File: config.mk
export PLATFORM = sky130hd
export DESIGN_NAME = phaseSequencer
export DESIGN_NICKNAME = d
export VERILOG_FILES = /design/src/hw/cpuDefs.sv /design/src/hw/phaseSequencer.sv
export SDC_FILE = /design/constraint.sdc
export NUM_CORES = 1
export LEC_CHECK = 0
export ABC_AREA = 1
export BUFFER_PORTS_ARGS = -buffer_cell sky130_fd_sc_hd__buf_2
export CORE_ASPECT_RATIO = 1.25
export CORE_MARGIN = 5
export CORE_UTILIZATION = 50
export DETAILED_ROUTE_END_ITERATION = 6
export PLACE_DENSITY_LB_ADDON = 0.1
export SLEW_MARGIN = 20
export SYNTH_ARGS = -nofsm -noshare
export SYNTH_HDL_FRONTEND = slang
export SYNTH_SLANG_ARGS = --single-unit
export TNS_END_PERCENT = 20
File: constraint.sdc
create_clock -name CLK -period 4.3 [get_ports CLK]
set_input_delay 0.645 -clock CLK [delete_from_list [all_inputs] [get_ports CLK]]
set_output_delay 0.645 -clock CLK [all_outputs]
set_load 0.02 [all_outputs]
File: src/hw/cpuDefs.sv
package cpuDefs;

	localparam int ADDR_WIDTH = 16;
	localparam logic [ADDR_WIDTH-1:0] RESET_ADDR = '0;
	localparam logic [ADDR_WIDTH-1:0] INSTR_STEP = ADDR_WIDTH'(2); // one 16-bit word.

	typedef logic [15:0] instrWord;

	typedef enum logic [1:0] {
		GROUP_SYSTEM = 2'd0,
		GROUP_LOAD_STORE = 2'd1,
		GROUP_JUMP = 2'd2,
		GROUP_ARITHMETIC_LOGIC = 2'd3
	} instrGroup;

	// field positions.
	localparam int GROUP_MSB = 15;
	localparam int GROUP_LSB = 14;
	localparam int OPCODE_MSB = 13;
	localparam int OPCODE_LSB = 10;
	localparam int ARGA_MSB = 9;
	localparam int ARGA_LSB = 8;
	localparam int ARGB_MSB = 7;
	localparam int ARGB_LSB = 5;
	localparam int MODE_MSB = 4;
	localparam int MODE_LSB = 3;
	localparam int FLAGS_MSB = 2;
	localparam int FLAGS_LSB = 0;

	// opcode bits with a fixed meaning inside a group.
	localparam int LDS_STORE_BIT = 13;
	localparam int LDS_BYTE_BIT = 12;
	localparam int JMP_INDIRECT_BIT = 13;
	localparam int JMP_OFFSET_MSB = 12;
	localparam int JMP_OFFSET_LSB = 11;
	localparam int JMP_CALL_BIT = 10;

	localparam logic [3:0] ALU_WRITEBACK_LIMIT = 4'd8; // opcodes below write a register.

	function automatic instrGroup groupOf(instrWord w);
		return instrGroup'(w[GROUP_MSB:GROUP_LSB]);
	endfunction

	function automatic logic [3:0] opcodeOf(instrWord w);
		return w[OPCODE_MSB:OPCODE_LSB];
	endfunction

	function automatic logic [1:0] argAOf(instrWord w);
		return w[ARGA_MSB:ARGA_LSB];
	endfunction

	function automatic logic [2:0] argBOf(instrWord w);
		return w[ARGB_MSB:ARGB_LSB];
	endfunction

	function automatic logic [1:0] modeOf(instrWord w);
		return w[MODE_MSB:MODE_LSB];
	endfunction

	function automatic logic [2:0] flagsOf(instrWord w);
		return w[FLAGS_MSB:FLAGS_LSB];
	endfunction

endpackage

File: src/hw/phaseSequencer.sv
`timescale 1ns/1ns

module phaseSequencer (
	input logic CLK,
	input logic RESET,
	input cpuDefs::instrWord wbDatIn,
	input logic wbAck,
	output logic wbCyc,
	output logic wbStb,
	output logic wbWe,
	output logic [cpuDefs::ADDR_WIDTH-1:0] wbAdr,
	output cpuDefs::instrWord instr,
	output cpuDefs::instrGroup group,
	output logic fetch,
	output logic execute
);
	import cpuDefs::*;

	typedef enum logic {PH_FETCH, PH_EXECUTE} phaseState;

	phaseState phase;
	logic busActive;

	always_ff @(posedge CLK or posedge RESET) begin
		if (RESET) begin
			phase <= PH_FETCH;
			busActive <= 1'b0;
			wbAdr <= RESET_ADDR;
		end else begin
			case (phase)
				PH_FETCH: begin
					if (!busActive) begin
						busActive <= 1'b1; // first fetch after reset.
					end else if (wbAck) begin
						busActive <= 1'b0;
						phase <= PH_EXECUTE;
					end
				end
				PH_EXECUTE: begin
					// next fetch starts straight away.
					busActive <= 1'b1;
					wbAdr <= wbAdr + INSTR_STEP;
					phase <= PH_FETCH;
				end
			endcase
		end
	end

	always_ff @(posedge CLK) begin
		if (phase == PH_FETCH && busActive && wbAck) begin
			instr <= wbDatIn;
		end
	end

	assign wbCyc = busActive;
	assign wbStb = busActive;
	assign wbWe = 1'b0; // read-only port.
	assign fetch = busActive;
	assign execute = (phase == PH_EXECUTE);
	assign group = groupOf(instr);

	assert property (@(posedge CLK) disable iff (RESET) wbStb |-> wbCyc);

	assert property (@(posedge CLK) disable iff (RESET) !(execute && fetch));

	// back-pressure holds the request.
	assert property (@(posedge CLK) disable iff (RESET)
		wbStb && !wbAck |=> wbStb && $stable(wbAdr));

endmodule

After elaboration in Yosys (flattened, before gate mapping) --
Cells that the tools add are included.
Storage, ports and cells: bits in registers 34, latch bits 0, memory bits (writable) 0, ROM bits 0, input port bits 19, output and inout bits 39, logic and storage cells 14, memories 0
Operators by class: add/subtract/negate cells 1, multiply operators 0, divide/modulo/power cells 0, $lt $le $gt $ge 0, eq/ne operators 0, shift-type cells 0, mux-type cells 6, bitwise operators 1, reductions and logical operators 2
Operators with widths (number):
- adder 16 x 2 -> 16 bit, second input constant | 1
- two-way mux 1 bit | 4
- one-hot mux 1 bit (2 select lines) | 2
- logical AND 1 bit | 2
- inverter 1 bit | 1

Logic depth before layout (Yosys ltp) --
Gate-level depths: netlist of run 1.
depth in word-level cells 3, mapped depth 7, depth with buffers taken out 7

Least setup slack after synthesis of run 1 --
No wires, ideal clock.
path type flip-flop to flip-flop, start register phase, in the netlist execute, end register instr[0] (enable), library setup time 364 ps, data arrival time 1143 ps, data required time 3936 ps, setup slack 2793 ps, cell stages (with the launch flop) 5, path buffers 1, period minus slack after synthesis 1507 ps, cell sequence dfrtp_1 > buf_4 > inv_1 > nand3_1 > inv_1
Between the ends: longest elaborated chain between the ends 3
Ends and longest elaborated chain:
- start: declaration | RTL line phaseSequencer.sv:21 | phaseState phase;
- start signal: assignment | RTL line phaseSequencer.sv:26 | phase <= PH_FETCH;
- start signal: assignment | RTL line phaseSequencer.sv:36 | phase <= PH_EXECUTE;
- start signal: assignment | RTL line phaseSequencer.sv:43 | phase <= PH_FETCH;
- inverter 1 bit
- logical AND 1 bit (2 in series) | RTL line phaseSequencer.sv:50 | if (phase == PH_FETCH && busActive && wbAck) begin
- end signal: assignment | RTL line phaseSequencer.sv:51 | instr <= wbDatIn;
- end: declaration | RTL line phaseSequencer.sv:12 | output cpuDefs::instrWord instr,
No other way between the ends. A chain may end at the register's enable or synchronous reset.

Worst setup path in the final report of run 1 --
start register phase, in the netlist execute, end output execute
RTL lines:
- end: declaration | RTL line phaseSequencer.sv:15 | output logic execute
No word-level cell between the ends.

==> results of run 1 <==
-- power groups by stage --
stage,logic [mW],registers [mW],clock network [mW]
final,0.153,0.410,0.216
after global routing,0.171,0.418,0.242
after CTS,0.156,0.411,0.224
after detailed placement,0.156,0.417,0
after global placement,0.153,0.414,0
after floorplan,0.0596,0.457,0
-- logic make-up (layout without fill, tap and decap cells) --
kind of cell / after synthesis / in the layout
AO/OA/AOI/OAI: 1 / 1
flip-flops: 33 / 33
XOR/XNOR: 8 / 8
buffers and inverters: 26 / 82
other: 1 / 2
adder cells (fa/ha/maj): 1 / 1
AND/OR/NAND/NOR: 55 / 55
-- worst register-to-register path: stages (launching register included) --
cell and delay (ns):
dfrtp_1 0.47, inv_1 0.13, nand3_1 0.12, inv_1 0.43
-- stage by stage --
| step | worst slack (ns) | power (mW) |
|---|---|---|
| floorplan | 2.793 | 0.5162 |
| global placement | 2.686 | 0.5675 |
| detailed placement | 2.649 | 0.5730 |
| CTS | 2.605 | 0.7912 |
| global route | 2.531 | 0.8299 |
| finish | 2.629 | 0.7792 |
-- sequential cells by signal, indices dropped and copies added (netlist names) --
name,flops
wbAdr,15
execute,1
fetch,1
instr,16
-- layout make-up --
type	instances	area, um^2	area share [%]
tap	34	42.54	2.478
multi-input combinational	67	346.6	20.19
inverter	19	71.32	4.155
clock buffer	6	41.29	2.405
timing repair buffer	55	275.3	16.03
sequential	33	905.9	52.77
clock inverter	2	33.78	1.968
-- placed cells by master, fill, tap and decap left out, types with 4 or more instances in the layout --
cell type,n
nor2_1,7
nand3_1,6
xor2_1,4
clkbuf_4,5
dfrtp_1,17
nand2_1,31
inv_1,19
nand4_1,5
buf_2,55
edfxtp_1,16
xnor2_1,4
-- metal layers --
| metal | vias to the layer above | part of all wire [%] | GRT usage, % |
|---|---|---|---|
| met5 | - | 0 | 0 |
| met4 | 0 | 2.4 | 8.696 |
| met3 | 5 | 11 | 7.076 |
| met2 | 44 | 48 | 22.11 |
| met1 | 450 | 39 | 16.06 |
| li1 | 498 | - | - |
-- worst paths after layout --
| check | slack, ns | to |
|---|---|---|
| max reg2reg | 2.80 | instr[4] |
| max in group asynchronous | 3.51 | wbAdr[7] |
| min reg2reg | 0.52 | wbAdr[15] |
| min | 0.38 | execute |
| min in group CLK | 0.49 | instr[15] |
| max | 2.63 | execute |
==> flow_metrics.py, run 1 <==
metrics = {
    "detailed_routing": {
        "avgRoutedWirePerCell_um": 11.09,
        "first_pass_iters": 5,
        "ant_nets": 0,
        "finalWirelength_mm": 2.396,
        "drc": 0,
        "via_count": 997,
        "drt_iter0_markers": 15,
        "via_per_inst": 4.616,
    },
    "clock_network": {
        "hold_buffers": 0,
        "h-tree-depth": 2,
        "clk_latency_ns": 0.32,
        "clockBufferDepth": 2,
        "clkSinkCount": 33,
        "cts_resized": 0,
        "cts_tree": "built",
        "clk_pin_slew_ns": 0.09,
        "cts_root_buf": "clkbuf_4",
        "cts_setup_buffers": 0,
        "cts_made_buffers": 5,
    },
    "layout": {
        "fill_cells": 215,
        "fin_nets": 201,
        "final_cells": 216,
        "antennaDiodeCount": 0,
        "drive_gt1_share_pct": 36.26,
        "synthToLayoutAreaGrowth_pct": 25.07,
        "finalInstanceArea_mm2": 0.001717,
        "fin_util_pct": 64.69,
    },
    "floorplan": {
        "die_h_um": 68.58,
        "fp.coreArea_mm2": 0.002654,
        "die_area_mm2": 0.003899,
        "initial_core_util_pct": 51.72,
        "fp-row-count": 21,
        "die_w_um": 56.86,
        "boundaryPins": 58,
    },
    "critical_path": {
        "reg2regPathDepth": 3,
        "path_class": "flop to output pin",
        "crit_arrival_ns": 1.03,
        "cp_cell_sequence": "buf_2",
        "reg2reg_from": "execute",
        "max_stage_delay_ns": 0.48,
        "cp_num_cells": 1,
        "crit_buf_inv": 1,
        "crit_path_start": "execute",
        "slowest_stage": "dfrtp_1",
        "start_kind": "flop",
        "cp.required_ns": 3.65,
        "crit_family": "flip-flops",
        "cp_max_fo": 8,
        "crit_path_end_kind": "output pin",
    },
    "yosys": {
        "synthAdderAreaFrac_pct": 0.9116,
        "synth_top_cell_area_share_pct": 35.00,
        "yosys.area_share.simple_pct": 18.32,
        "synth.most_common_cell": "nand2_1",
        "yosys_warnings": 0,
        "synthCells": 125,
        "synth_area_leader_cell": "edfxtp_1",
        "ys_ff_latch": 33,
        "syn-cell-area_mm2": 0.001373,
        "synth.distinct_cells": 18,
        "async_reset_ff_share_pct": 51.52,
        "synth_seq_area_share_pct": 66.00,
        "ys_top_cells_by_count": "31 x nand2_1, 19 x inv_1, 17 x dfrtp_1",
        "synth.area.mux_share_pct": 0,
        "synth_xor_area_share_pct": 5.105,
        "synth.avg_cell_area_um2": 10.98,
        "synth_top_family_by_area": "simple AND/OR/NAND/NOR gates",
        "synth-edff-count": 16,
        "synth_flop_cell": "dfrtp_1",
        "yosys-top-cells-area": "edfxtp_1 35%, dfrtp_1 31%, nand2_1 8.5%",
        "synth_compound_area_share_pct": 0.3646,
    },
    "sta": {
        "rsz0062_at_grt": "no",
        "fmax_mhz": 598.4,
        "setup_viol": 0,
        "hold_viol": 0,
        "tns_ns": 0,
        "finalCriticalPeriod_ns": 1.671,
        "finalMaxSlewViolations": 0,
        "skew_ns": 0.008096,
        "slew_headroom_pct": 58.12,
        "period_share_pct": 38.86,
        "holdWs_ns": 0.3789,
        "worst_pin_slew_ns": 0.6274,
    },
    "placement": {
        "post_dp_cell_area_mm2": 0.001642,
        "port_buffers": 55,
        "place_inst": 208,
        "gp_congestion": 0.7901,
        "dp_hpwl_mm": 1.925,
    },
    "power": {
        "power_leakage_nw": 0.8865,
        "p_switching_mw": 0.2342,
        "power_frac_comb_pct": 19.7,
        "clock_power_share_pct": 27.7,
        "ir_worst_vdd_uv": 341.6,
        "p_int_mw": 0.5450,
        "powerDensity_mw_per_mm2": 453.9,
        "pwr-share-seq_pct": 52.7,
        "swShare_pct": 30.06,
    },
    "grt": {
        "grt-ovfl-total": 0,
        "grt_start_max_net_pins": 18,
        "antenna_found_initial": 0,
        "grt_pass1_vias": 920,
        "grt_usage_pct": 14.32,
        "grt_pass1_wl_mm": 4.071,
    },
    "run": {
        "max-cap-violations": 0,
    },
    "status": {
        "status": "complete, no violations",
    },
    "min_path": {
        "hold_class": "input port to asynchronous set/reset pin",
    },
}
No activity file was read; power rests on OpenSTA's default activity.
==> inputs of run 2 (changes only) <==
--- a/config.mk
+++ b/config.mk
@@ -9,7 +9,7 @@
 export BUFFER_PORTS_ARGS = -buffer_cell sky130_fd_sc_hd__buf_2
 export CORE_ASPECT_RATIO = 1.25
 export CORE_MARGIN = 5
-export CORE_UTILIZATION = 50
+export CORE_UTILIZATION = 42
 export DETAILED_ROUTE_END_ITERATION = 6
 export PLACE_DENSITY_LB_ADDON = 0.1
 export SLEW_MARGIN = 20
==> constraint.sdc (replaced) <==
create_clock -name CLK -period 1.4 [get_ports CLK]
set_input_delay 0.21 -clock CLK [delete_from_list [all_inputs] [get_ports CLK]]
set_output_delay 0.21 -clock CLK [all_outputs]
set_load 0.02 [all_outputs]
==> run 2 against run 1 <==
Routed wire length grew 15%. Sequential power increased to 3.1 times the previous value. Sequential cell count unchanged. Count of clock-buffer cells in the layout unchanged. Die area increased by 16%. Total power increased to 3.1 times the previous value. Cell count up 2.8%. Largest power group unchanged. Highest routed layer unchanged.
==> flow_metrics.py, run 2 (synthesized netlist as in run 1, its figures left out) <==
metrics = {
    "clock_network": {
        "cts_setup_buffers": 0,
        "h-tree-depth": 2,
        "clkSinkCount": 33,
        "cts_root_buf": "clkbuf_8",
        "clk_latency_ns": 0.28,
        "cts_made_buffers": 5,
        "cts_tree": "built",
        "clk_pin_slew_ns": 0.07,
        "clockBufferDepth": 2,
    },
    "floorplan": {
        "die_h_um": 73.92,
        "fp.coreArea_mm2": 0.003194,
        "die_w_um": 61.13,
        "initial_core_util_pct": 42.97,
        "boundaryPins": 58,
        "fp-row-count": 23,
        "die_area_mm2": 0.004518,
    },
    "critical_path": {
        "cp.required_ns": 1.36,
        "crit_path_start": "execute",
        "cp_max_fo": 16,
        "crit_arrival_ns": 1.22,
        "reg2regPathDepth": 3,
        "rr_endpoint": "instr[13]",
        "crit_path_end_kind": "flop",
        "start_kind": "flop",
        "reg2reg_from": "execute",
        "path_class": "flop to flop",
        "rrSetupSlack_ns": 0.14,
        "endpoint": "instr[13]",
    },
    "layout": {
        "seq_area_um2": 907.1,
        "fin_nets": 204,
        "largest_register_ffs": 16,
        "multiInputGateArea_um2": 349.1,
        "layout_common_cells": "55 x buf_2, 31 x nand2_1, 18 x inv_1, 16 x dfrtp_1, 16 x edfxtp_1",
        "reg_top3": "instr: 16 flops, wbAdr: 15 flops",
        "antennaDiodeCount": 0,
        "regMostFlops": "instr",
        "layout_commonest_cell": "buf_2",
        "drive_gt1_share_pct": 38.92,
        "fin_util_pct": 55.11,
        "fill_cells": 299,
        "synthToLayoutAreaGrowth_pct": 28.26,
    },
    "detailed_routing": {
        "avgRoutedWirePerCell_um": 12.37,
        "drt_iter0_markers": 11,
        "first_pass_iters": 4,
        "via_per_inst": 4.604,
        "finalWirelength_mm": 2.747,
        "drc": 0,
        "via_count": 1022,
        "ant_nets": 0,
    },
    "power": {
        "power_leakage_nw": 0.8971,
        "ir_worst_vdd_uv": 922.6,
        "powerDensity_mw_per_mm2": 1372,
    },
    "placement": {
        "gp_congestion": 0.7495,
        "port_buffers": 55,
        "dp_hpwl_mm": 2.093,
    },
    "grt": {
        "grt_pass1_vias": 984,
        "grt_usage_pct": 13.45,
        "antenna_found_initial": 0,
        "grt_pass1_wl_mm": 4.333,
        "grt-ovfl-total": 0,
        "grt_start_max_net_pins": 18,
    },
    "min_path": {
        "hold_depth": 1,
        "hold_class": "input port to flop",
    },
    "run": {
        "max-cap-violations": 0,
    },
    "sta": {
        "skew_ns": 0.004489,
        "holdWs_ns": 0.09759,
        "tns_ns": 0,
        "rsz0062_at_grt": "no",
        "period_share_pct": 89.68,
        "fmax_mhz": 796.5,
        "finalCriticalPeriod_ns": 1.256,
        "finalMaxSlewViolations": 0,
        "hold_viol": 0,
        "setup_viol": 0,
    },
    "status": {
        "status": "complete, no violations",
    },
}
==> run 2: cell types whose count changed in the layout (fill, tap and decap cells not counted), sizes merged <==
cell and delta:
clkinv +1, dlygate4sd3 +1, clkinvlp +1, inv -1, bufinv -1, buf +2
==> run 2: critical path: stages, from the launching register on <==
cell	delay [ns]
dfrtp_1	0.38
inv_1	0.10
nand3_1	0.16
clkinvlp_4	0.30
==> run 2: area by class of cell <==
cell class	count	share of cell area, %
inverter	19	4.264
tap	37	2.630
timing repair buffer	58	17.06
clock buffer	6	4.122
sequential	33	51.53
clock inverter	2	0.5686
multi-input combinational	67	19.83
==> run 2: metal layers <==
metal  up-vias  global-route usage (%)  part of all wire [%]
li1        504                       -                     -
met1       468                   15.14                    41
met2        45                   21.76                    47
met3         5                   4.921                    10
met4         0                   7.229                   2.0
met5         -                       0                     0
==> run 2: worst min path at each step <==
stage | to | slack [ns] | startpoint
after floorplan | execute | 0.14 | RESET
after global placement | fetch | 0.23 | RESET
after detailed placement | fetch | 0.24 | RESET
after CTS | instr[6] | 0.09 | wbDatIn[6]
after global routing | instr[15] | 0.09 | wbDatIn[15]
final | instr[6] | 0.1 | wbDatIn[6]
==> run 2: stage by stage <==
step                      instance area [um^2]  worst slack [ns]  power [mW]  std cells
final                                     1760            0.1445       2.416        222
after CTS                                 1757            0.1102       2.450        222
after floorplan                           1380          0.006351       1.588        126
after global placement                    1664            0.1732       1.755        213
after global routing                      1760           0.02705       2.548        222
after detailed placement                  1664            0.1233       1.767        213
==> run 2: timing repair <==
item	CTS	global route
endpoints found under the setup margin	0	3
endpoints found under the hold margin	17	0
hold buffers	1	0
gates resized for setup	0	2
==> run 2: power by group <==
| group | switching [mW] | internal (mW) |
|---|---|---|
| clock | 0.328 | 0.344 |
| combinational | 0.313 | 0.170 |
| sequential | 0.117 | 1.14 |
==> inputs of run 3 (changes only) <==
--- a/config.mk
+++ b/config.mk
@@ -9,7 +9,7 @@
 export BUFFER_PORTS_ARGS = -buffer_cell sky130_fd_sc_hd__buf_2
 export CORE_ASPECT_RATIO = 1.25
 export CORE_MARGIN = 5
-export CORE_UTILIZATION = 42
+export CORE_UTILIZATION = 35
 export DETAILED_ROUTE_END_ITERATION = 6
 export PLACE_DENSITY_LB_ADDON = 0.1
 export SLEW_MARGIN = 20
==> run 3 against run 2 <==
Cell count up 8.1%. First-iteration DRC count grew to 3.8 times the previous value. Sequential power about the same. Count of clock-buffer cells in the layout did not move. Global-route usage down 2.2 points. Critical path type unchanged. Largest power group unchanged. Highest routed layer unchanged.
==> flow_metrics.py, run 3 (synthesized netlist as in run 1, its figures left out) <==
metrics = {
    "grt": {
        "grt_start_max_net_pins": 18,
        "grt-ovfl-total": 0,
        "antenna_found_initial": 0,
        "grt_pass1_wl_mm": 4.422,
        "grt_usage_pct": 11.24,
        "grt_pass1_vias": 994,
    },
    "critical_path": {
        "crit_buf_inv": 0,
        "crit_arrival_ns": 1.43,
        "crit_path_end_kind": "flop",
        "reg2regPathDepth": 6,
        "rrSetupSlack_ns": 0.14,
        "crit_family": "simple AND/OR/NAND/NOR gates",
        "cp.required_ns": 1.57,
        "start_kind": "flop",
        "cp_num_cells": 6,
        "cp_common_cell": "nand2_1",
        "max_stage_delay_ns": 0.40,
        "path_class": "flop to flop",
        "slowest_stage": "dfrtp_1",
        "cp_cell_sequence": "ha_1, nand4_1, nor2_1, nand2_1, nand2_1, nand2_1",
        "cp_max_fo": 4,
    },
    "placement": {
        "gp_congestion": 0.8094,
        "place_ws_ns": 0.1133,
        "dp_hpwl_mm": 2.135,
        "port_buffers": 55,
    },
    "detailed_routing": {
        "first_pass_iters": 4,
        "drt_iter0_markers": 42,
        "finalWirelength_mm": 2.789,
        "via_count": 1004,
        "avgRoutedWirePerCell_um": 11.62,
        "drc": 0,
        "via_per_inst": 4.183,
        "ant_nets": 0,
    },
    "floorplan": {
        "die_area_mm2": 0.005282,
        "fp.coreArea_mm2": 0.003785,
        "initial_core_util_pct": 36.26,
        "die_h_um": 80.02,
        "fp-row-count": 25,
        "boundaryPins": 58,
        "die_w_um": 66.01,
    },
    "layout": {
        "fin_nets": 205,
        "layout_commonest_cell": "buf_2",
        "reg_top3": "instr: 16 flops, wbAdr: 15 flops",
        "layout_common_cells": "55 x buf_2, 31 x nand2_1, 18 x inv_1, 17 x dfrtp_1, 16 x edfxtp_1",
        "fill_cells": 367,
        "regMostFlops": "instr",
        "largest_register_ffs": 16,
        "antennaDiodeCount": 0,
        "synthToLayoutAreaGrowth_pct": 30.45,
        "drive_gt1_share_pct": 38.17,
    },
    "min_path": {
        "hold_class": "input port to flop",
        "hold_depth": 1,
    },
    "clock_network": {
        "cts_tree": "built",
        "clk_latency_ns": 0.28,
        "cts_root_buf": "clkbuf_8",
        "clk_pin_slew_ns": 0.07,
        "h-tree-depth": 2,
        "clockBufferDepth": 2,
        "clkSinkCount": 33,
        "cts_made_buffers": 5,
    },
    "sta": {
        "finalMaxSlewViolations": 0,
        "skew_ns": 0.006934,
        "period_share_pct": 89.91,
        "fmax_mhz": 794.4,
        "tns_ns": 0,
        "setup_viol": 0,
        "setup_ws_ns": 0.1413,
        "finalCriticalPeriod_ns": 1.259,
        "rsz0062_at_grt": "no",
        "hold_viol": 0,
    },
    "run": {
        "max-cap-violations": 0,
    },
    "power": {
        "power_leakage_nw": 0.9032,
        "powerDensity_mw_per_mm2": 1363,
        "ir_worst_vdd_uv": 799.3,
    },
    "status": {
        "status": "complete, no violations",
    },
}
==> run 3: changes by cell type in the layout (fill, tap and decap cells not counted) <==
cell,change
nor2_2,-2
buf_4,+1
dfrtp_1,+1
dfrtp_2,-1
nor2_1,+1
nor2_4,+1
==> run 3: routing by layer <==
layer | vias up | wire [um] | GRT usage, %
li1 | 504 | - | -
met1 | 452 | 1192 | 12.42
met2 | 42 | 1311 | 19.06
met3 | 6 | 233 | 3.803
met4 | 0 | 51 | 5.488
met5 | - | 0 | 0
==> run 3: cell type report <==
type	count	area, um^2	area share, %
well taps	54	67.56	3.774
inverters	19	75.07	4.193
flip-flops and latches	33	905.9	50.59
repair buffers	59	307.8	17.19
multi-input cells	67	351.6	19.64
clock inverters	2	10.01	0.5590
clock buffers	6	72.57	4.053
==> run 3: per-stage QoR <==
stage,hold slack [ns],power [mW],instances,cell area (um^2),util [%]
after global routing,0.08563,2.584,240,1790,47.31
final,0.09903,2.440,240,1790,47.31
after CTS,0.09243,2.460,239,1778,46.98
after global placement,0.2350,1.764,230,1685,44.53
after detailed placement,0.2396,1.769,230,1685,44.53
after floorplan,0.1361,1.588,126,1380,-
==> run 3: worst paths after layout <==
check,start,to
worst min-delay path,wbDatIn[13],instr[13]
worst min register to register,wbAdr[10],wbAdr[10]
min in group asynchronous,RESET,fetch
max in group asynchronous,RESET,wbAdr[13]
worst max register to register,wbAdr[1],wbAdr[13]
worst max-delay path,wbAdr[1],wbAdr[13]
==> run 3: power by group <==
group | internal, mW | leakage [nW] | switching [mW] | total, mW
Clock | 0.344 | 0.0450 | 0.329 | 0.673
Sequential | 1.14 | 0.375 | 0.110 | 1.25
Combinational | 0.188 | 0.483 | 0.328 | 0.516
Total | 1.67 | 0.903 | 0.767 | 2.44
==> run 3: what timing repair did <==
| item | 4_1_cts | 5_1_grt |
|---|---|---|
| resized for setup | 0 | 1 |
| endpoints found under the hold margin | 17 | 0 |
| setup endpoints to repair | 0 | 1 |
| setup buffers | 0 | 1 |
| hold buffers | 1 | 0 |
