$ cat config.mk
export PLATFORM = sky130hd
export DESIGN_NAME = opxMultiplexer
export DESIGN_NICKNAME = d
export VERILOG_FILES = /design/src/hw/cpuDefs.sv /design/src/hw/ctrlDefs.sv /design/src/hw/opxMultiplexer.sv
export SDC_FILE = /design/constraint.sdc
export NUM_CORES = 1
export LEC_CHECK = 0
export ABC_CLOCK_PERIOD_IN_PS = 1100
export BUFFER_PORTS_ARGS = -buffer_cell sky130_fd_sc_hd__buf_4
export CAP_MARGIN = 5
export CORE_MARGIN = 4
export CORE_UTILIZATION = 30
export CTS_CLUSTER_SIZE = 16
export DETAILED_ROUTE_END_ITERATION = 6
export PLACE_DENSITY_LB_ADDON = 0.12
export SETUP_SLACK_MARGIN = 0.3
export SLEW_MARGIN = 20
export SYNTH_ARGS = -nofsm -noshare
export SYNTH_HDL_FRONTEND = slang
export SYNTH_SLANG_ARGS = --single-unit
$ cat constraint.sdc
create_clock -name CLK -period 1.1 [get_ports CLK]
set_input_delay 0.11 -clock CLK [delete_from_list [all_inputs] [get_ports CLK]]
set_output_delay 0.11 -clock CLK [all_outputs]
set_load 0.1 [all_outputs]
$ cat src/hw/cpuDefs.sv
package cpuDefs;

	localparam int ADDR_WIDTH = 16;
	localparam logic [ADDR_WIDTH-1:0] RESET_ADDR = '0;
	localparam logic [ADDR_WIDTH-1:0] INSTR_STEP = ADDR_WIDTH'(2); // one 16-bit word.

	typedef logic [15:0] instrWord;

	typedef enum logic [1:0] {
		GROUP_SYSTEM = 2'd0,
		GROUP_LOAD_STORE = 2'd1,
		GROUP_JUMP = 2'd2,
		GROUP_ARITHMETIC_LOGIC = 2'd3
	} instrGroup;

	// field positions.
	localparam int GROUP_MSB = 15;
	localparam int GROUP_LSB = 14;
	localparam int OPCODE_MSB = 13;
	localparam int OPCODE_LSB = 10;
	localparam int ARGA_MSB = 9;
	localparam int ARGA_LSB = 8;
	localparam int ARGB_MSB = 7;
	localparam int ARGB_LSB = 5;
	localparam int MODE_MSB = 4;
	localparam int MODE_LSB = 3;
	localparam int FLAGS_MSB = 2;
	localparam int FLAGS_LSB = 0;

	// opcode bits with a fixed meaning inside a group.
	localparam int LDS_STORE_BIT = 13;
	localparam int LDS_BYTE_BIT = 12;
	localparam int JMP_INDIRECT_BIT = 13;
	localparam int JMP_OFFSET_MSB = 12;
	localparam int JMP_OFFSET_LSB = 11;
	localparam int JMP_CALL_BIT = 10;

	localparam logic [3:0] ALU_WRITEBACK_LIMIT = 4'd8; // opcodes below write a register.

	function automatic instrGroup groupOf(instrWord w);
		return instrGroup'(w[GROUP_MSB:GROUP_LSB]);
	endfunction

	function automatic logic [3:0] opcodeOf(instrWord w);
		return w[OPCODE_MSB:OPCODE_LSB];
	endfunction

	function automatic logic [1:0] argAOf(instrWord w);
		return w[ARGA_MSB:ARGA_LSB];
	endfunction

	function automatic logic [2:0] argBOf(instrWord w);
		return w[ARGB_MSB:ARGB_LSB];
	endfunction

	function automatic logic [1:0] modeOf(instrWord w);
		return w[MODE_MSB:MODE_LSB];
	endfunction

	function automatic logic [2:0] flagsOf(instrWord w);
		return w[FLAGS_MSB:FLAGS_LSB];
	endfunction

endpackage

$ cat src/hw/ctrlDefs.sv
package ctrlDefs;

	typedef enum logic [3:0] {
		ALU_OP_MOV = 4'd0,
		ALU_OP_ADD = 4'd1
	} aluOpSel;

	typedef enum logic [2:0] {
		ALUA_SRC_REG_A = 3'd0
	} aluASrcSel;

	typedef enum logic [2:0] {
		ALUB_SRC_REG_B = 3'd0
	} aluBSrcSel;

	typedef enum logic [1:0] {
		ADDR_BUS_PC_A = 2'd0,
		ADDR_BUS_ALU_R = 2'd1,
		ADDR_BUS_REGB_DOUT = 2'd2
	} addrBusSel;

	typedef enum logic [1:0] {
		DATA_BUS_REGA_DOUT = 2'd0,
		DATA_BUS_ALU_R = 2'd1
	} dataBusSel;

	typedef enum logic [1:0] {
		PC_BASE_PC_A = 2'd0
	} pcBaseSel;

	typedef enum logic [1:0] {
		PC_OFFSET_2 = 2'd1
	} pcOffsetSel;

	// register sequences run by the datapath after the instruction.
	typedef enum logic [2:0] {
		REG_SEQ_NONE = 3'd0,
		REG_SEQ_WRITEBACK = 3'd1,
		REG_SEQ_MEMORY = 3'd2,
		REG_SEQ_LINK = 3'd3
	} regSeqSel;

	typedef enum logic [1:0] {
		REGA_ADDR_ARGA = 2'd0
	} regAAddrSel;

	typedef enum logic [1:0] {
		REGA_DIN_DIN = 2'd0,
		REGA_DIN_ALU_R = 2'd1
	} regADinSel;

	typedef enum logic [2:0] {
		REGB_ADDR_ARGB = 3'd0
	} regBAddrSel;

	typedef enum logic {BYTE_WORD = 1'b0, BYTE_BYTE = 1'b1} byteWidthSel;
	typedef enum logic {RD_NONE = 1'b0, RD_ACTIVE = 1'b1} rdSel;
	typedef enum logic {WR_NONE = 1'b0, WR_ACTIVE = 1'b1} wrSel;

	typedef struct packed {
		aluOpSel aluOp;
		aluASrcSel aluASrc;
		aluBSrcSel aluBSrc;
		regAAddrSel regAAddr;
		regBAddrSel regBAddr;
		regSeqSel regSeq;
	} aluCtrl;

	typedef struct packed {
		addrBusSel addrBus;
		aluOpSel aluOp;
		aluASrcSel aluASrc;
		aluBSrcSel aluBSrc;
		byteWidthSel byteSel;
		dataBusSel dataBus;
		pcOffsetSel pcOffset;
		rdSel rd;
		regSeqSel regSeq;
		regAAddrSel regAAddr;
		regADinSel regADin;
		regBAddrSel regBAddr;
		wrSel wr;
	} ldsCtrl;

	typedef struct packed {
		addrBusSel addrBus;
		aluBSrcSel aluBSrc;
		pcBaseSel pcBase;
		pcOffsetSel pcOffset;
		rdSel rd;
		regSeqSel regSeq;
		regADinSel regADin;
		regAAddrSel regAAddr;
		regBAddrSel regBAddr;
	} jmpCtrl;

	typedef struct packed {
		aluOpSel aluOp;
		aluASrcSel aluASrc;
		aluBSrcSel aluBSrc;
		byteWidthSel byteSel;
		dataBusSel dataBus;
		rdSel rd;
		regAAddrSel regAAddr;
		regADinSel regADin;
		regSeqSel regSeq;
		regBAddrSel regBAddr;
		wrSel wr;
	} ctrlBundle;

	typedef struct packed {
		addrBusSel addrBus;
		pcBaseSel pcBase;
		pcOffsetSel pcOffset;
	} seqCtrl;

	localparam ctrlBundle CTRL_DEFAULT = '{
		aluOp: ALU_OP_MOV,
		aluASrc: ALUA_SRC_REG_A,
		aluBSrc: ALUB_SRC_REG_B,
		byteSel: BYTE_WORD,
		dataBus: DATA_BUS_REGA_DOUT,
		rd: RD_NONE,
		regAAddr: REGA_ADDR_ARGA,
		regADin: REGA_DIN_DIN,
		regSeq: REG_SEQ_NONE,
		regBAddr: REGB_ADDR_ARGB,
		wr: WR_NONE
	};

	// next address one word on from the pc.
	localparam seqCtrl SEQ_DEFAULT = '{
		addrBus: ADDR_BUS_PC_A,
		pcBase: PC_BASE_PC_A,
		pcOffset: PC_OFFSET_2
	};

endpackage

$ cat src/hw/opxMultiplexer.sv
`timescale 1ns/1ns

module opxMultiplexer (
	input logic CLK,
	input logic RESET,
	input cpuDefs::instrGroup group,
	input logic fetch,
	input logic execute,
	input ctrlDefs::aluCtrl aluIn,
	input ctrlDefs::ldsCtrl ldsIn,
	input ctrlDefs::jmpCtrl jmpIn,
	output ctrlDefs::ctrlBundle ctrl,
	output ctrlDefs::seqCtrl seq
);
	import cpuDefs::*;
	import ctrlDefs::*;

	seqCtrl seqNext;

	always_comb begin
		ctrl = CTRL_DEFAULT;
		seqNext = SEQ_DEFAULT;

		case (group)
			GROUP_SYSTEM: begin
				// nothing decoded.
			end
			GROUP_LOAD_STORE: begin
				ctrl.aluOp = ldsIn.aluOp;
				ctrl.aluASrc = ldsIn.aluASrc;
				ctrl.aluBSrc = ldsIn.aluBSrc;
				ctrl.byteSel = ldsIn.byteSel;
				ctrl.dataBus = ldsIn.dataBus;
				ctrl.rd = ldsIn.rd;
				ctrl.regSeq = ldsIn.regSeq;
				ctrl.regAAddr = ldsIn.regAAddr;
				ctrl.regADin = ldsIn.regADin;
				ctrl.regBAddr = ldsIn.regBAddr;
				ctrl.wr = ldsIn.wr;
				seqNext.addrBus = ldsIn.addrBus;
				seqNext.pcOffset = ldsIn.pcOffset;
			end
			GROUP_JUMP: begin
				ctrl.aluOp = ALU_OP_MOV; // alu passes the target through.
				ctrl.aluBSrc = jmpIn.aluBSrc;
				ctrl.rd = jmpIn.rd;
				ctrl.regSeq = jmpIn.regSeq;
				ctrl.regAAddr = jmpIn.regAAddr;
				ctrl.regADin = jmpIn.regADin;
				ctrl.regBAddr = jmpIn.regBAddr;
				ctrl.wr = WR_NONE;
				seqNext.addrBus = jmpIn.addrBus;
				seqNext.pcBase = jmpIn.pcBase;
				seqNext.pcOffset = jmpIn.pcOffset;
			end
			GROUP_ARITHMETIC_LOGIC: begin
				ctrl.aluOp = aluIn.aluOp;
				ctrl.aluASrc = aluIn.aluASrc;
				ctrl.aluBSrc = aluIn.aluBSrc;
				ctrl.dataBus = DATA_BUS_ALU_R;
				ctrl.regSeq = aluIn.regSeq;
				ctrl.regAAddr = aluIn.regAAddr;
				ctrl.regADin = REGA_DIN_ALU_R;
				ctrl.regBAddr = aluIn.regBAddr;
			end
		endcase
	end

	always_ff @(posedge CLK or posedge RESET) begin
		if (RESET) begin
			seq <= SEQ_DEFAULT;
		end else if (fetch) begin
			seq <= SEQ_DEFAULT; // fetch always steps the pc.
		end else if (execute) begin
			seq <= seqNext;
		end
	end

	// decoded selects last one fetch cycle only.
	assert property (@(posedge CLK) disable iff (RESET) fetch |=> seq == SEQ_DEFAULT);

endmodule

==> results of run 1 <==
==> cells in the mapped netlist <==
master | n | area [sq um]
a31oi_1 | 7 | 43.8
nand2b_1 | 2 | 12.5
nand3b_1 | 1 | 7.51
a21o_1 | 1 | 7.51
buf_2 | 2 | 10.0
inv_1 | 6 | 22.5
buf_6 | 4 | 45.0
nand3_1 | 2 | 10.0
a222oi_1 | 11 | 110
a41oi_1 | 1 | 8.76
nand2_1 | 2 | 7.51
ha_1 | 5 | 62.6
nor3_1 | 1 | 5.00
a21oi_1 | 9 | 45.0
dfrtp_1 | 5 | 125
clkbuf_1 | 1 | 3.75
a221oi_1 | 1 | 8.76
buf_4 | 3 | 22.5
o32ai_1 | 3 | 26.3
dfstp_2 | 1 | 26.3
and2_1 | 3 | 18.8
nor2b_1 | 2 | 12.5
a22oi_1 | 5 | 37.5
nor2_1 | 20 | 75.1
==> metrics by stage <==
| stage | setup TNS, ns | utilization (%) | cells | hold WS [ns] | instance area, sq um |
|---|---|---|---|---|---|
| 2_1_floorplan | -1.49 | - | 98 | -0.0997 | 1210 |
| 3_3_place_gp | -6.94 | 91.7 | 244 | 0.0376 | 2110 |
| 3_5_place_dp | -8.26 | 91.7 | 244 | 0.0517 | 2110 |
==> cell families after synthesis <==
logic type               synth area share (%)
AO/OA/AOI/OAI                            38.1
buffers and inverters                    13.8
adder cells (fa/ha/maj)                  8.29
flip-flops                               20.1
AND/OR/NAND/NOR                          19.7
==> results.rst, run 1 <==
.. list-table::
   :header-rows: 1

   * - Metric
     - Value
   * - Outcome
     - stopped before the end
   * - Stage where the flow stopped
     - clock tree synthesis (4_1_cts)
   * - First error
     - [ERROR DPL-0038] Utilization greater than 100%, impossible to legalize
   * - Die Y
     - ~58 um
   * - # clock sinks
     - 6
   * - Maximum clock path buffer count
     - 2
   * - Number of distinct library cell variants in the gate-level netlist after synthesis
     - 24
   * - Number of clock buffers inserted by TritonCTS
     - 3
   * - Average footprint of a synthesized cell
     - 7.70 sq um
   * - Syn Inst Count
     - 98
   * - H-tree depth
     - 1
   * - Post-CTS setup buffers
     - 7
   * - Placed wire-length estimate
     - 3810 um
   * - Die Span X
     - 58.2 um
   * - Worst slack, placed
     - -0.413 ns
   * - Last weighted congestion value of the routability-driven placer
     - about 0.79
   * - Number of buffers inserted by hold repair at cts
     - 1
   * - Share of the yosys chip area belonging to registers
     - 20.1%
   * - Synthesized Nets
     - 176
   * - Library cell used as clock root buffer
     - clkbuf_4
   * - Count of input and output buffers
     - ~100
   * - Io pins
     - around 100
   * - Count of standard-cell rows
     - 17
   * - Starting utilization of the core area
     - about 33%
   * - Flip-flop and latch count after synthesis
     - 6
   * - YS warnings
     - 0
   * - Number of cells upsized or downsized after cts
     - 116
   * - Summed instance area of the synthesized netlist
     - 754 sq um
==> run 2, diff against run 1 <==
--- a/config.mk
+++ b/config.mk
@@ -8,12 +8,10 @@
 export ABC_CLOCK_PERIOD_IN_PS = 1100
 export BUFFER_PORTS_ARGS = -buffer_cell sky130_fd_sc_hd__buf_4
 export CAP_MARGIN = 5
-export CORE_MARGIN = 4
-export CORE_UTILIZATION = 30
-export CTS_CLUSTER_SIZE = 16
+export CORE_AREA = 4 4 65 67
 export DETAILED_ROUTE_END_ITERATION = 6
-export PLACE_DENSITY_LB_ADDON = 0.12
-export SETUP_SLACK_MARGIN = 0.3
+export DIE_AREA = 0 0 69 71
+export PLACE_DENSITY_LB_ADDON = 0.15
 export SLEW_MARGIN = 20
 export SYNTH_ARGS = -nofsm -noshare
 export SYNTH_HDL_FRONTEND = slang
==> run 2 against run 1 <==
Against the previous run:
- the flow now finishes, with violations (negative setup slack)
- synthesized area did not move
- synthesized cell count stayed put
==> results.rst, run 2 <==
.. list-table::
   :header-rows: 1

   * - Metric
     - Value
   * - Worst Hold Depth
     - 2
   * - Layout filler cell count
     - roughly 260
   * - Leakage power
     - between 1 and 1.5 nW
   * - Combined global-route utilization of all metal layers
     - 18.8%
   * - Remaining design rule violation count
     - 0
   * - Post-layout instance area
     - 2600 sq um
   * - Leading cell type in the layout, fill and taps excluded
     - buf_4
   * - NumNets Final
     - 307
   * - Clk_lat worst skew
     - 0.22 ns
   * - Register area
     - 161 sq um
   * - YS warnings
     - 0
   * - Required time reported for the critical path endpoint
     - 0.99 ns
   * - Multi-input gate area in the final layout
     - 878 sq um
   * - Minimum setup slack in the final design
     - -0.248 ns
   * - Die Span X
     - 69 um
   * - Clock input transition at the sequential cells of the worst setup and hold paths
     - 0.04 ns
   * - Die Y
     - just over 70 um
   * - Async SR Flop Fraction
     - 100%
   * - Largest Register
     - seq
   * - Crit end category
     - output pin
   * - Summed instance area of the synthesized netlist
     - 754 sq um
   * - TritonCTS clock tree
     - built
   * - Syn Inst Count
     - 98
   * - Final total power
     - around 2.2 mW
   * - Arrival time of the worst setup path
     - around 1.2 ns
   * - Internal power summed over all cells
     - 1.18 mW
   * - Remaining antenna violation count after routing
     - 0
   * - Class of the tightest hold or removal check
     - in -> reg
   * - Die outline area
     - 4900 sq um
   * - H-tree depth
     - 1
   * - Placed instance area
     - 2100 sq um
   * - Endpoint with the worst hold slack
     - seq[3]$_DFFE_PP0P_
   * - Share of the yosys chip area belonging to registers
     - 20.1%
   * - Launch point of the worst reg-to-reg path
     - seq[0]$_DFFE_PP1P_
   * - DRT Pass-1 Iters
     - 6
   * - GR Overflow Total
     - 0
   * - Worst Hold Margin
     - roughly 0.1 ns
   * - Last weighted congestion value of the routability-driven placer
     - approximately 0.84
   * - Peak supply drop
     - 0.000409 V
   * - Reg2reg path depth
     - 2
   * - Number of antenna violations at the first check in global routing
     - 0
   * - Most frequent cells in the layout
     - 102 x buf_4, 31 x buf_12, 20 x nor2_4
   * - Maximum number of pins on one net before global-route repair
     - 17
   * - Largest registers
     - seq x6
   * - Area contributors post-synth
     - dfrtp_1 17%, a222oi_1 15%, nor2_1 10%
   * - Number of clock buffers inserted by TritonCTS
     - 3
   * - Number of synthesized flops with an enable pin
     - 0
   * - Crit path launch type
     - input pin
   * - Final count of negative-setup-slack endpoints
     - 23
   * - Flip-flop count of the largest register after layout
     - 6
   * - Count of input and output buffers
     - 103
   * - Layout cells sized above 1
     - 82.9%
   * - # clock sinks
     - 6
   * - Switching power share of the total
     - 45.8%
   * - Period utilisation layout
     - 123%
   * - Leading post-synthesis cells by instance count
     - 20 x nor2_1, 11 x a222oi_1, 9 x a21oi_1
   * - Count of standard-cell rows
     - 22
   * - P_sw
     - 997 uW
   * - Post-DR vias/cell
     - approximately 5
   * - Library cell used as clock root buffer
     - clkbuf_8
   * - Ratio of total power to cell area
     - 835 nW/um^2
   * - Worst slew margin
     - between 70% and 80%
   * - Primary flip-flop cell chosen by synthesis mapping
     - dfrtp_1
   * - Upper clock frequency limit
     - 742 MHz
   * - Maximum capacitance violations
     - 0
   * - Number of global-route vias before repair
     - around 1.5k
   * - Sum of negative setup slack
     - -3.88 ns
   * - Sequential power share
     - 11.0%
   * - Setup repair after global routing missed its margin
     - true
   * - Placed Cells incl. Taps
     - 266
   * - Clock group share of total power
     - ~16%
   * - Iter 0 DRT Violations
     - 129
   * - Biggest area consumer among synthesized cells
     - dfrtp_1
   * - Count of vias placed by the detailed router
     - 1365
   * - Placed wire-length estimate
     - between 3000 and 4000 um
   * - Failing checks
     - negative setup slack
   * - Flip-flop and latch count after synthesis
     - 6
   * - Final worst path period need
     - 1.35 ns
   * - Final cell count without fillers
     - approximately 280
   * - Maximum clock path buffer count
     - 2
   * - Number of inserted diodes
     - 0
   * - HP Start
     - fetch
   * - Reg-to-Reg End
     - seq[0]$_DFFE_PP1P_
   * - Area fraction of the dominant cell type after synthesis
     - 16.6%
   * - Synthesis-to-layout area growth
     - 245%
   * - Number of max-slew violations in the final report
     - 0
   * - Synthesized Nets
     - around 180
   * - Outcome
     - complete, but fails checks
   * - Number of distinct library cell variants in the gate-level netlist after synthesis
     - 24
   * - Kind of critical path
     - in -> out
   * - Starting utilization of the core area
     - about a fifth
   * - First-pass GRT wire length
     - 7520 um
   * - Core box area
     - 3630 sq um
   * - Most instantiated library cell after synthesis
     - nor2_1
   * - Actual slew at the worst max-slew pin
     - 0.419 ns
   * - Aggregate routed wire length
     - 4870 um
   * - CP Max Fanout
     - 14
   * - Setup slack, reg-to-reg
     - 0.16 ns
   * - DR WL/cell
     - 17.6 um
   * - Largest clock skew in the final design
     - 0 ns
   * - Final hold violations
     - 0
   * - Io pins
     - 104
   * - Combinational share of power
     - 73.1%
   * - Average footprint of a synthesized cell
     - between 7 and 8 sq um
run 2: how the worst max path moves through the flow:
stage                         from  slack (ns)  cells past startpoint  endpoint
after floorplan           group[1]       -0.13                      6  ctrl[18]
after global placement    group[1]       -0.33                      7   ctrl[4]
after detailed placement  group[1]       -0.38                      7   ctrl[1]
after CTS                 group[0]       -0.23                      7   ctrl[1]
after global routing      group[0]       -0.31                      7   ctrl[1]
final                     group[0]       -0.25                      7   ctrl[2]
run 2: final cells by class:
type,count,share of cell area [%]
timing repair buffer,136,54.5
inverter,6,1.54
multi-input combinational,76,33.7
tap,48,2.31
sequential,6,6.20
clock buffer,4,1.73
run 2: layer usage:
| layer | vias up | global-route usage (%) | routed length [um] |
|---|---|---|---|
| li1 | 637 | - | - |
| met5 | - | 0 | 0 |
| met3 | 4 | 2.98 | 312 |
| met2 | 73 | 39.0 | 2860 |
| met4 | 0 | 4.12 | 31 |
| met1 | 651 | 19.3 | 1660 |
run 2: metrics by stage:
step                      utilization [%]  setup slack [ns]
after global routing                 71.7            -0.312
after global placement               57.9            -0.329
final                                71.7            -0.248
after detailed placement             57.9            -0.376
after floorplan                         -            -0.129
after CTS                            70.5            -0.229
run 2: power groups by stage:
stage / combinational [mW] / clock [mW] / sequential (mW)
finish: 1.59 / 0.345 / 0.240
global route: 1.64 / 0.373 / 0.240
CTS: 1.56 / 0.347 / 0.240
detailed placement: 1.33 / 0 / 0.241
global placement: 1.31 / 0 / 0.240
floorplan: 0.825 / 0 / 0.296
run 2: worst max-delay path, cell delays in order:
cell and delay [ns]:
buf_12 0.10, inv_6 0.03, ha_4 0.20, a222oi_1 0.38, buf_4 0.19, nor2_4 0.04, buf_12 0.17
run 2: cells by family after synthesis:
group           after synthesis  share of synthesized area, %
compound gates               38                          38.1
simple gates                 33                          19.7
fa+ha+maj                     5                          8.29
flops                         6                          20.1
buf+inv                      16                          13.8
run 2: what timing repair did:
item,CTS,global route
hold buffers,1,0
endpoints found under the hold margin,5,0
endpoints found under the setup margin,26,26
resized for setup,89,6
pin swaps,12,9
setup buffers,3,2
(Power assumes the default switching activity.)
==> run 3, diff against run 2 <==
--- a/config.mk
+++ b/config.mk
@@ -16,3 +16,4 @@
 export SYNTH_ARGS = -nofsm -noshare
 export SYNTH_HDL_FRONTEND = slang
 export SYNTH_SLANG_ARGS = --single-unit
+export TNS_END_PERCENT = 50
==> run 3 against run 2 <==
Against the previous run:
- non-clock buffer count fell by 4
- critical endpoint is now ctrl[5]
- register-to-register slack improved by 0.08 ns
- first-iteration DRC count fell by 55%
- die area did not move
- the run ends with design-rule violations, negative setup slack left
- combinational power about the same
- total power down 1.0%
- final cell count down 1.4%
- critical path depth fell by 1
- clock power is 1% higher
- sequential cell count unchanged
==> results.rst, run 3 (synthesized netlist as in run 2, its figures left out) <==
.. list-table::
   :header-rows: 1

   * - Metric
     - Value
   * - Outcome
     - complete, but fails checks
   * - Failing checks
     - design-rule violations, negative setup slack
   * - Synthesis-to-layout area growth
     - 235%
   * - Crit path launch type
     - input pin
   * - Arrival time of the worst setup path
     - approximately 1.2 ns
   * - Leading cell type in the layout, fill and taps excluded
     - buf_4
   * - DR WL/cell
     - ~18 um
   * - Layout cells sized above 1
     - 81.7%
   * - Reg2reg path depth
     - 2
   * - # clock sinks
     - 6
   * - First-pass GRT wire length
     - 7580 um
   * - Most frequent cells in the layout
     - 98 x buf_4, 29 x buf_12, 20 x nor2_4
   * - Maximum number of pins on one net before global-route repair
     - 18
   * - Starting utilization of the core area
     - 20.8%
   * - Remaining design rule violation count
     - 10
   * - Iter 0 DRT Violations
     - 58
   * - Number of antenna violations at the first check in global routing
     - 0
   * - Logic depth of the worst setup path including buffers
     - 6
   * - NumNets Final
     - 303
   * - TritonCTS clock tree
     - built
   * - Critical path's largest stage delay
     - between 0.3 and 0.4 ns
   * - Kind of critical path
     - in -> out
   * - Minimum setup slack in the final design
     - -0.230 ns
   * - Final hold violations
     - 0
   * - Maximum capacitance violations
     - 0
   * - Leakage power
     - around 1.1 nW
   * - Remaining antenna violation count after routing
     - 0
   * - Final count of negative-setup-slack endpoints
     - 23
   * - Core box area
     - 3630 sq um
   * - Placed wire-length estimate
     - about 3500 um
   * - HP Start
     - fetch
   * - Final total power
     - 2.15 mW
   * - Actual slew at the worst max-slew pin
     - 0.404 ns
   * - Die Span X
     - 69 um
   * - Worst Hold Depth
     - 2
   * - Buffers plus inverters on the worst setup path
     - 3
   * - Number of clock buffers inserted by TritonCTS
     - 3
   * - Count of input and output buffers
     - between 100 and 150
   * - Flip-flop count of the largest register after layout
     - 6
   * - DRT Pass-1 Iters
     - 7
   * - CP dominant cell by count
     - buf_12
   * - Post-DR vias/cell
     - around 5
   * - Final worst path period need
     - 1.33 ns
   * - Library cell used as clock root buffer
     - clkbuf_8
   * - Largest clock skew in the final design
     - 0 ns
   * - Launch point of the worst reg-to-reg path
     - seq[0]$_DFFE_PP1P_
   * - Period utilisation layout
     - 121%
   * - Cell type of the slowest stage on the worst timing path
     - a222oi_1
   * - GR Overflow Total
     - 0
   * - Setup repair after global routing missed its margin
     - true
   * - CP Max Fanout
     - 14
   * - Aggregate routed wire length
     - 4960 um
   * - Placed Cells incl. Taps
     - 266
   * - Peak supply drop
     - 0.000563 V
   * - Last weighted congestion value of the routability-driven placer
     - 0.890
   * - Number of inserted diodes
     - 0
   * - Number of global-route vias before repair
     - 1425
   * - Count of standard-cell rows
     - 22
   * - H-tree depth
     - 1
   * - Largest Register
     - seq
   * - Upper clock frequency limit
     - 752 MHz
   * - Required time reported for the critical path endpoint
     - 0.99 ns
   * - Worst slew margin
     - around 73%
   * - Setup slack, reg-to-reg
     - about 0.24 ns
   * - Final cell count without fillers
     - ~270
   * - Class of the tightest hold or removal check
     - in -> reg
   * - Endpoint with the worst hold slack
     - seq[2]$_DFFE_PP0P_
   * - Clk_lat worst skew
     - 0.22 ns
   * - Io pins
     - 104
   * - Maximum clock path buffer count
     - 2
   * - Die Y
     - approximately 71 um
   * - Crit end category
     - output pin
   * - Family with the most delay on the worst path
     - buffers and inverters
   * - Combined global-route utilization of all metal layers
     - 18.9%
   * - Number of max-slew violations in the final report
     - 0
   * - Count of vias placed by the detailed router
     - approximately 1.4k
   * - Largest registers
     - seq x6
   * - Reg-to-Reg End
     - seq[0]$_DFFE_PP1P_
   * - Ratio of total power to cell area
     - 852 nW/um^2
   * - CP Cell Sequence
     - buf_12, ha_4, a222oi_1, buf_4, nor2_4, buf_12
   * - Clock input transition at the sequential cells of the worst setup and hold paths
     - 0.04 ns
   * - Layout filler cell count
     - 278
   * - Die outline area
     - ~4900 sq um
==> run 3: cell count changes in the layout (fill, tap and decap cells not counted), sizes merged <==
cell  change
buf       -4
==> run 3: area by class of cell <==
cell class                      count  area, sq um  share of cell area [%]
Timing Repair Buffer              132         1370                    54.2
Clock buffer                        4         45.0                    1.78
Inverter                            6         40.0                    1.58
Tap cell                           48         60.1                    2.38
Multi-Input combinational cell     76          860                    34.0
Sequential cell                     6          153                    6.04
==> run 3: layer usage <==
layer | track usage [%] | share of wire (%) | vias to the layer above
met5 | 0 | 0 | -
met4 | 3.47 | 0.89 | 0
met3 | 3.13 | 5.6 | 4
met2 | 36.1 | 56 | 61
met1 | 22.2 | 38 | 662
li1 | - | - | 630
==> run 3: through the flow <==
stage	utilization [%]	cell area, sq um	worst slack [ns]	setup TNS (ns)	hold WS [ns]
2_1_floorplan	-	1110	-0.249	-2.63	-0.0998
3_3_place_gp	55.7	2020	-0.314	-6.58	0.0370
3_5_place_dp	55.7	2020	-0.332	-7.25	0.0413
4_1_cts	68.5	2490	-0.200	-3.01	0.105
5_1_grt	69.6	2530	-0.286	-4.04	0.102
6_report	69.6	2530	-0.230	-3.18	0.111
==> run 3: timing repair <==
action                                 CTS  global route
buffers inserted                         0             1
resized for setup                       96            10
setup endpoints to repair               26            26
endpoints found under the hold margin    5             0
pin swaps                               15            10
hold buffers                             1             0
==> run 3: worst max-delay path by stage <==
stage	startpoint	end	slack, ns
global route	group[0]	ctrl[5]	-0.29
detailed placement	group[1]	ctrl[16]	-0.33
CTS	group[1]	ctrl[16]	-0.20
floorplan	seq[4]$_DFFE_PP0P_	seq[4]$_DFFE_PP0P_	-0.25
global placement	group[1]	ctrl[17]	-0.31
finish	group[1]	ctrl[5]	-0.23
==> run 3: power breakdown <==
part | switching (mW) | internal, mW | leakage (nW) | total, mW
registers | 0.00605 | 0.232 | 0.0780 | 0.238
logic | 0.892 | 0.673 | 0.980 | 1.57
clock network | 0.101 | 0.250 | 0.0228 | 0.350
==> run 4, diff against run 3 <==
--- a/config.mk
+++ b/config.mk
@@ -11,7 +11,9 @@
 export CORE_AREA = 4 4 65 67
 export DETAILED_ROUTE_END_ITERATION = 6
 export DIE_AREA = 0 0 69 71
+export GPL_ROUTABILITY_DRIVEN = 1
 export PLACE_DENSITY_LB_ADDON = 0.15
+export RECOVER_POWER = 25
 export SLEW_MARGIN = 20
 export SYNTH_ARGS = -nofsm -noshare
 export SYNTH_HDL_FRONTEND = slang
==> run 4 against run 3 <==
Against the previous run:
- the run still ends with design-rule violations, negative setup slack left
- non-clock buffer count unchanged
- clock power about the same
- sequential cell count unchanged
- cell area unchanged
- clock skew unchanged
- largest cell class unchanged
==> results.rst, run 4 (synthesized netlist as in run 2, its figures left out) <==
.. list-table::
   :header-rows: 1

   * - Metric
     - Value
   * - Final worst path period need
     - 1.33 ns
   * - Ratio of total power to cell area
     - between 800 and 900 nW/um^2
   * - Maximum clock path buffer count
     - 2
   * - Worst slew margin
     - roughly 73%
   * - P_sw
     - 998 uW
   * - Class of the tightest hold or removal check
     - in -> reg
   * - Post-layout instance area
     - 2530 sq um
   * - Last weighted congestion value of the routability-driven placer
     - 0.890
   * - Number of inserted diodes
     - 0
   * - Upper clock frequency limit
     - around 750 MHz
   * - Combinational share of power
     - 72.7%
   * - Io pins
     - approximately 100
   * - Largest clock skew in the final design
     - 0 ns
   * - Switching power share of the total
     - 46.4%
   * - Combined global-route utilization of all metal layers
     - 18.9%
   * - # clock sinks
     - 6
   * - Leading cell type in the layout, fill and taps excluded
     - buf_4
   * - Core box area
     - 3630 sq um
   * - Starting utilization of the core area
     - 20.8%
   * - Final count of negative-setup-slack endpoints
     - 23
   * - Clock group share of total power
     - 16.3%
   * - Number of max-slew violations in the final report
     - 0
   * - Internal power summed over all cells
     - 1.15 mW
   * - Die Y
     - 71 um
   * - Placed wire-length estimate
     - 3510 um
   * - Die outline area
     - 4900 sq um
   * - Peak supply drop
     - 0.000563 V
   * - Remaining antenna violation count after routing
     - 0
   * - Layout filler cell count
     - approximately 280
   * - Setup slack, reg-to-reg
     - ~0.24 ns
   * - Iter 0 DRT Violations
     - 70
   * - Kind of critical path
     - in -> out
   * - Final total power
     - 2.15 mW
   * - Required time reported for the critical path endpoint
     - 0.99 ns
   * - NumNets Final
     - between 300 and 400
   * - Setup repair after global routing missed its margin
     - true
   * - Maximum capacitance violations
     - 0
   * - Period utilisation layout
     - 121%
   * - Die Span X
     - 69 um
   * - Crit end category
     - output pin
   * - Maximum number of pins on one net before global-route repair
     - 18
   * - GR Overflow Total
     - 0
   * - Remaining design rule violation count
     - 4
   * - Crit path launch type
     - input pin
   * - Placed instance area
     - 2020 sq um
   * - DR WL/cell
     - 18.2 um
   * - Actual slew at the worst max-slew pin
     - between 0.4 and 0.5 ns
   * - Leakage power
     - 1.08 nW
   * - Worst slack, placed
     - -0.332 ns
   * - TritonCTS clock tree
     - built
   * - DRT Pass-1 Iters
     - 7
   * - Number of antenna violations at the first check in global routing
     - 0
   * - Layout cells sized above 1
     - between 80% and 90%
   * - Failing checks
     - design-rule violations, negative setup slack
   * - Arrival time of the worst setup path
     - 1.22 ns
   * - Count of vias placed by the detailed router
     - 1352
   * - Largest registers
     - seq x6
   * - H-tree depth
     - 1
   * - First-pass GRT wire length
     - 7580 um
   * - Clock input transition at the sequential cells of the worst setup and hold paths
     - 0.04 ns
   * - Final hold violations
     - 0
   * - Count of standard-cell rows
     - 22
   * - Number of clock buffers inserted by TritonCTS
     - 3
   * - Final Util
     - approximately 70%
   * - Most frequent cells in the layout
     - 97 x buf_4, 29 x buf_12, 20 x nor2_4
   * - Clk_lat worst skew
     - 0.22 ns
   * - Count of input and output buffers
     - just over 100
   * - Aggregate routed wire length
     - 4940 um
   * - CP Max Fanout
     - 14
   * - Number of global-route vias before repair
     - 1425
   * - Minimum setup slack in the final design
     - -0.227 ns
   * - Outcome
     - complete, but fails checks
   * - Largest Register
     - seq
   * - Sum of negative setup slack
     - -3.16 ns
   * - Synthesis-to-layout area growth
     - 235%
   * - Post-DR vias/cell
     - 4.97
   * - Sequential power share
     - 11.0%
   * - Flip-flop count of the largest register after layout
     - 6
   * - Library cell used as clock root buffer
     - clkbuf_8
## run 4: changes by cell type in the layout (fill, tap and decap cells not counted)
cell / change
clkbuf_4: +1
buf_4: -1
## run 4: power groups by stage
stage               Combinational, mW  Sequential, mW  Clock, mW
floorplan                       0.805           0.293          0
global placement                 1.28           0.238          0
detailed placement               1.30           0.238          0
CTS                              1.54           0.237      0.360
global route                     1.62           0.239      0.383
finish                           1.56           0.238      0.350
## run 4: what timing repair did
item / 4_1_cts / 5_1_grt
resized for setup: 96 / 10
pin swaps: 15 / 10
hold endpoints to repair: 5 / 0
setup buffers: 0 / 1
hold buffers: 1 / 0
endpoints found under the setup margin: 26 / 26
## run 4: layer usage
metal,GRT usage [%],up-vias,share of wire (%)
li1,-,629,-
met1,22.2,652,37
met2,36.1,67,56
met3,3.13,4,6.0
met4,3.47,0,0.89
met5,0,-,0
## run 4: final timing paths
kind,depth (start not counted),start,end
worst max-delay path,6,group[1],ctrl[5]
worst min-delay path,2,fetch,seq[2]$_DFFE_PP0P_
worst max register to register,2,seq[0]$_DFFE_PP1P_,seq[0]$_DFFE_PP1P_
worst min register to register,2,seq[2]$_DFFE_PP0P_,seq[2]$_DFFE_PP0P_
max in group asynchronous,3,RESET,seq[0]$_DFFE_PP1P_
min in group asynchronous,3,RESET,seq[4]$_DFFE_PP0P_
## run 4: final cells by class
| type | instances | area (sq um) | area share [%] |
|---|---|---|---|
| inverters | 6 | 40.0 | 1.58 |
| well taps | 48 | 60.1 | 2.38 |
| flip-flops and latches | 6 | 153 | 6.04 |
| clock buffers | 4 | 45.0 | 1.78 |
| multi-input cells | 76 | 860 | 34.0 |
| repair buffers | 132 | 1370 | 54.2 |
## run 4: per-stage QoR
step	hold WS, ns	cells
after global placement	0.0370	266
final	0.106	272
after detailed placement	0.0413	266
after floorplan	-0.0998	98
after global routing	0.102	272
after CTS	0.105	271
## run 4: worst max-delay path: stages
cell and delay (ns):
buf_12 0.12, ha_4 0.21, a222oi_1 0.37, buf_4 0.19, nor2_4 0.04, buf_12 0.17
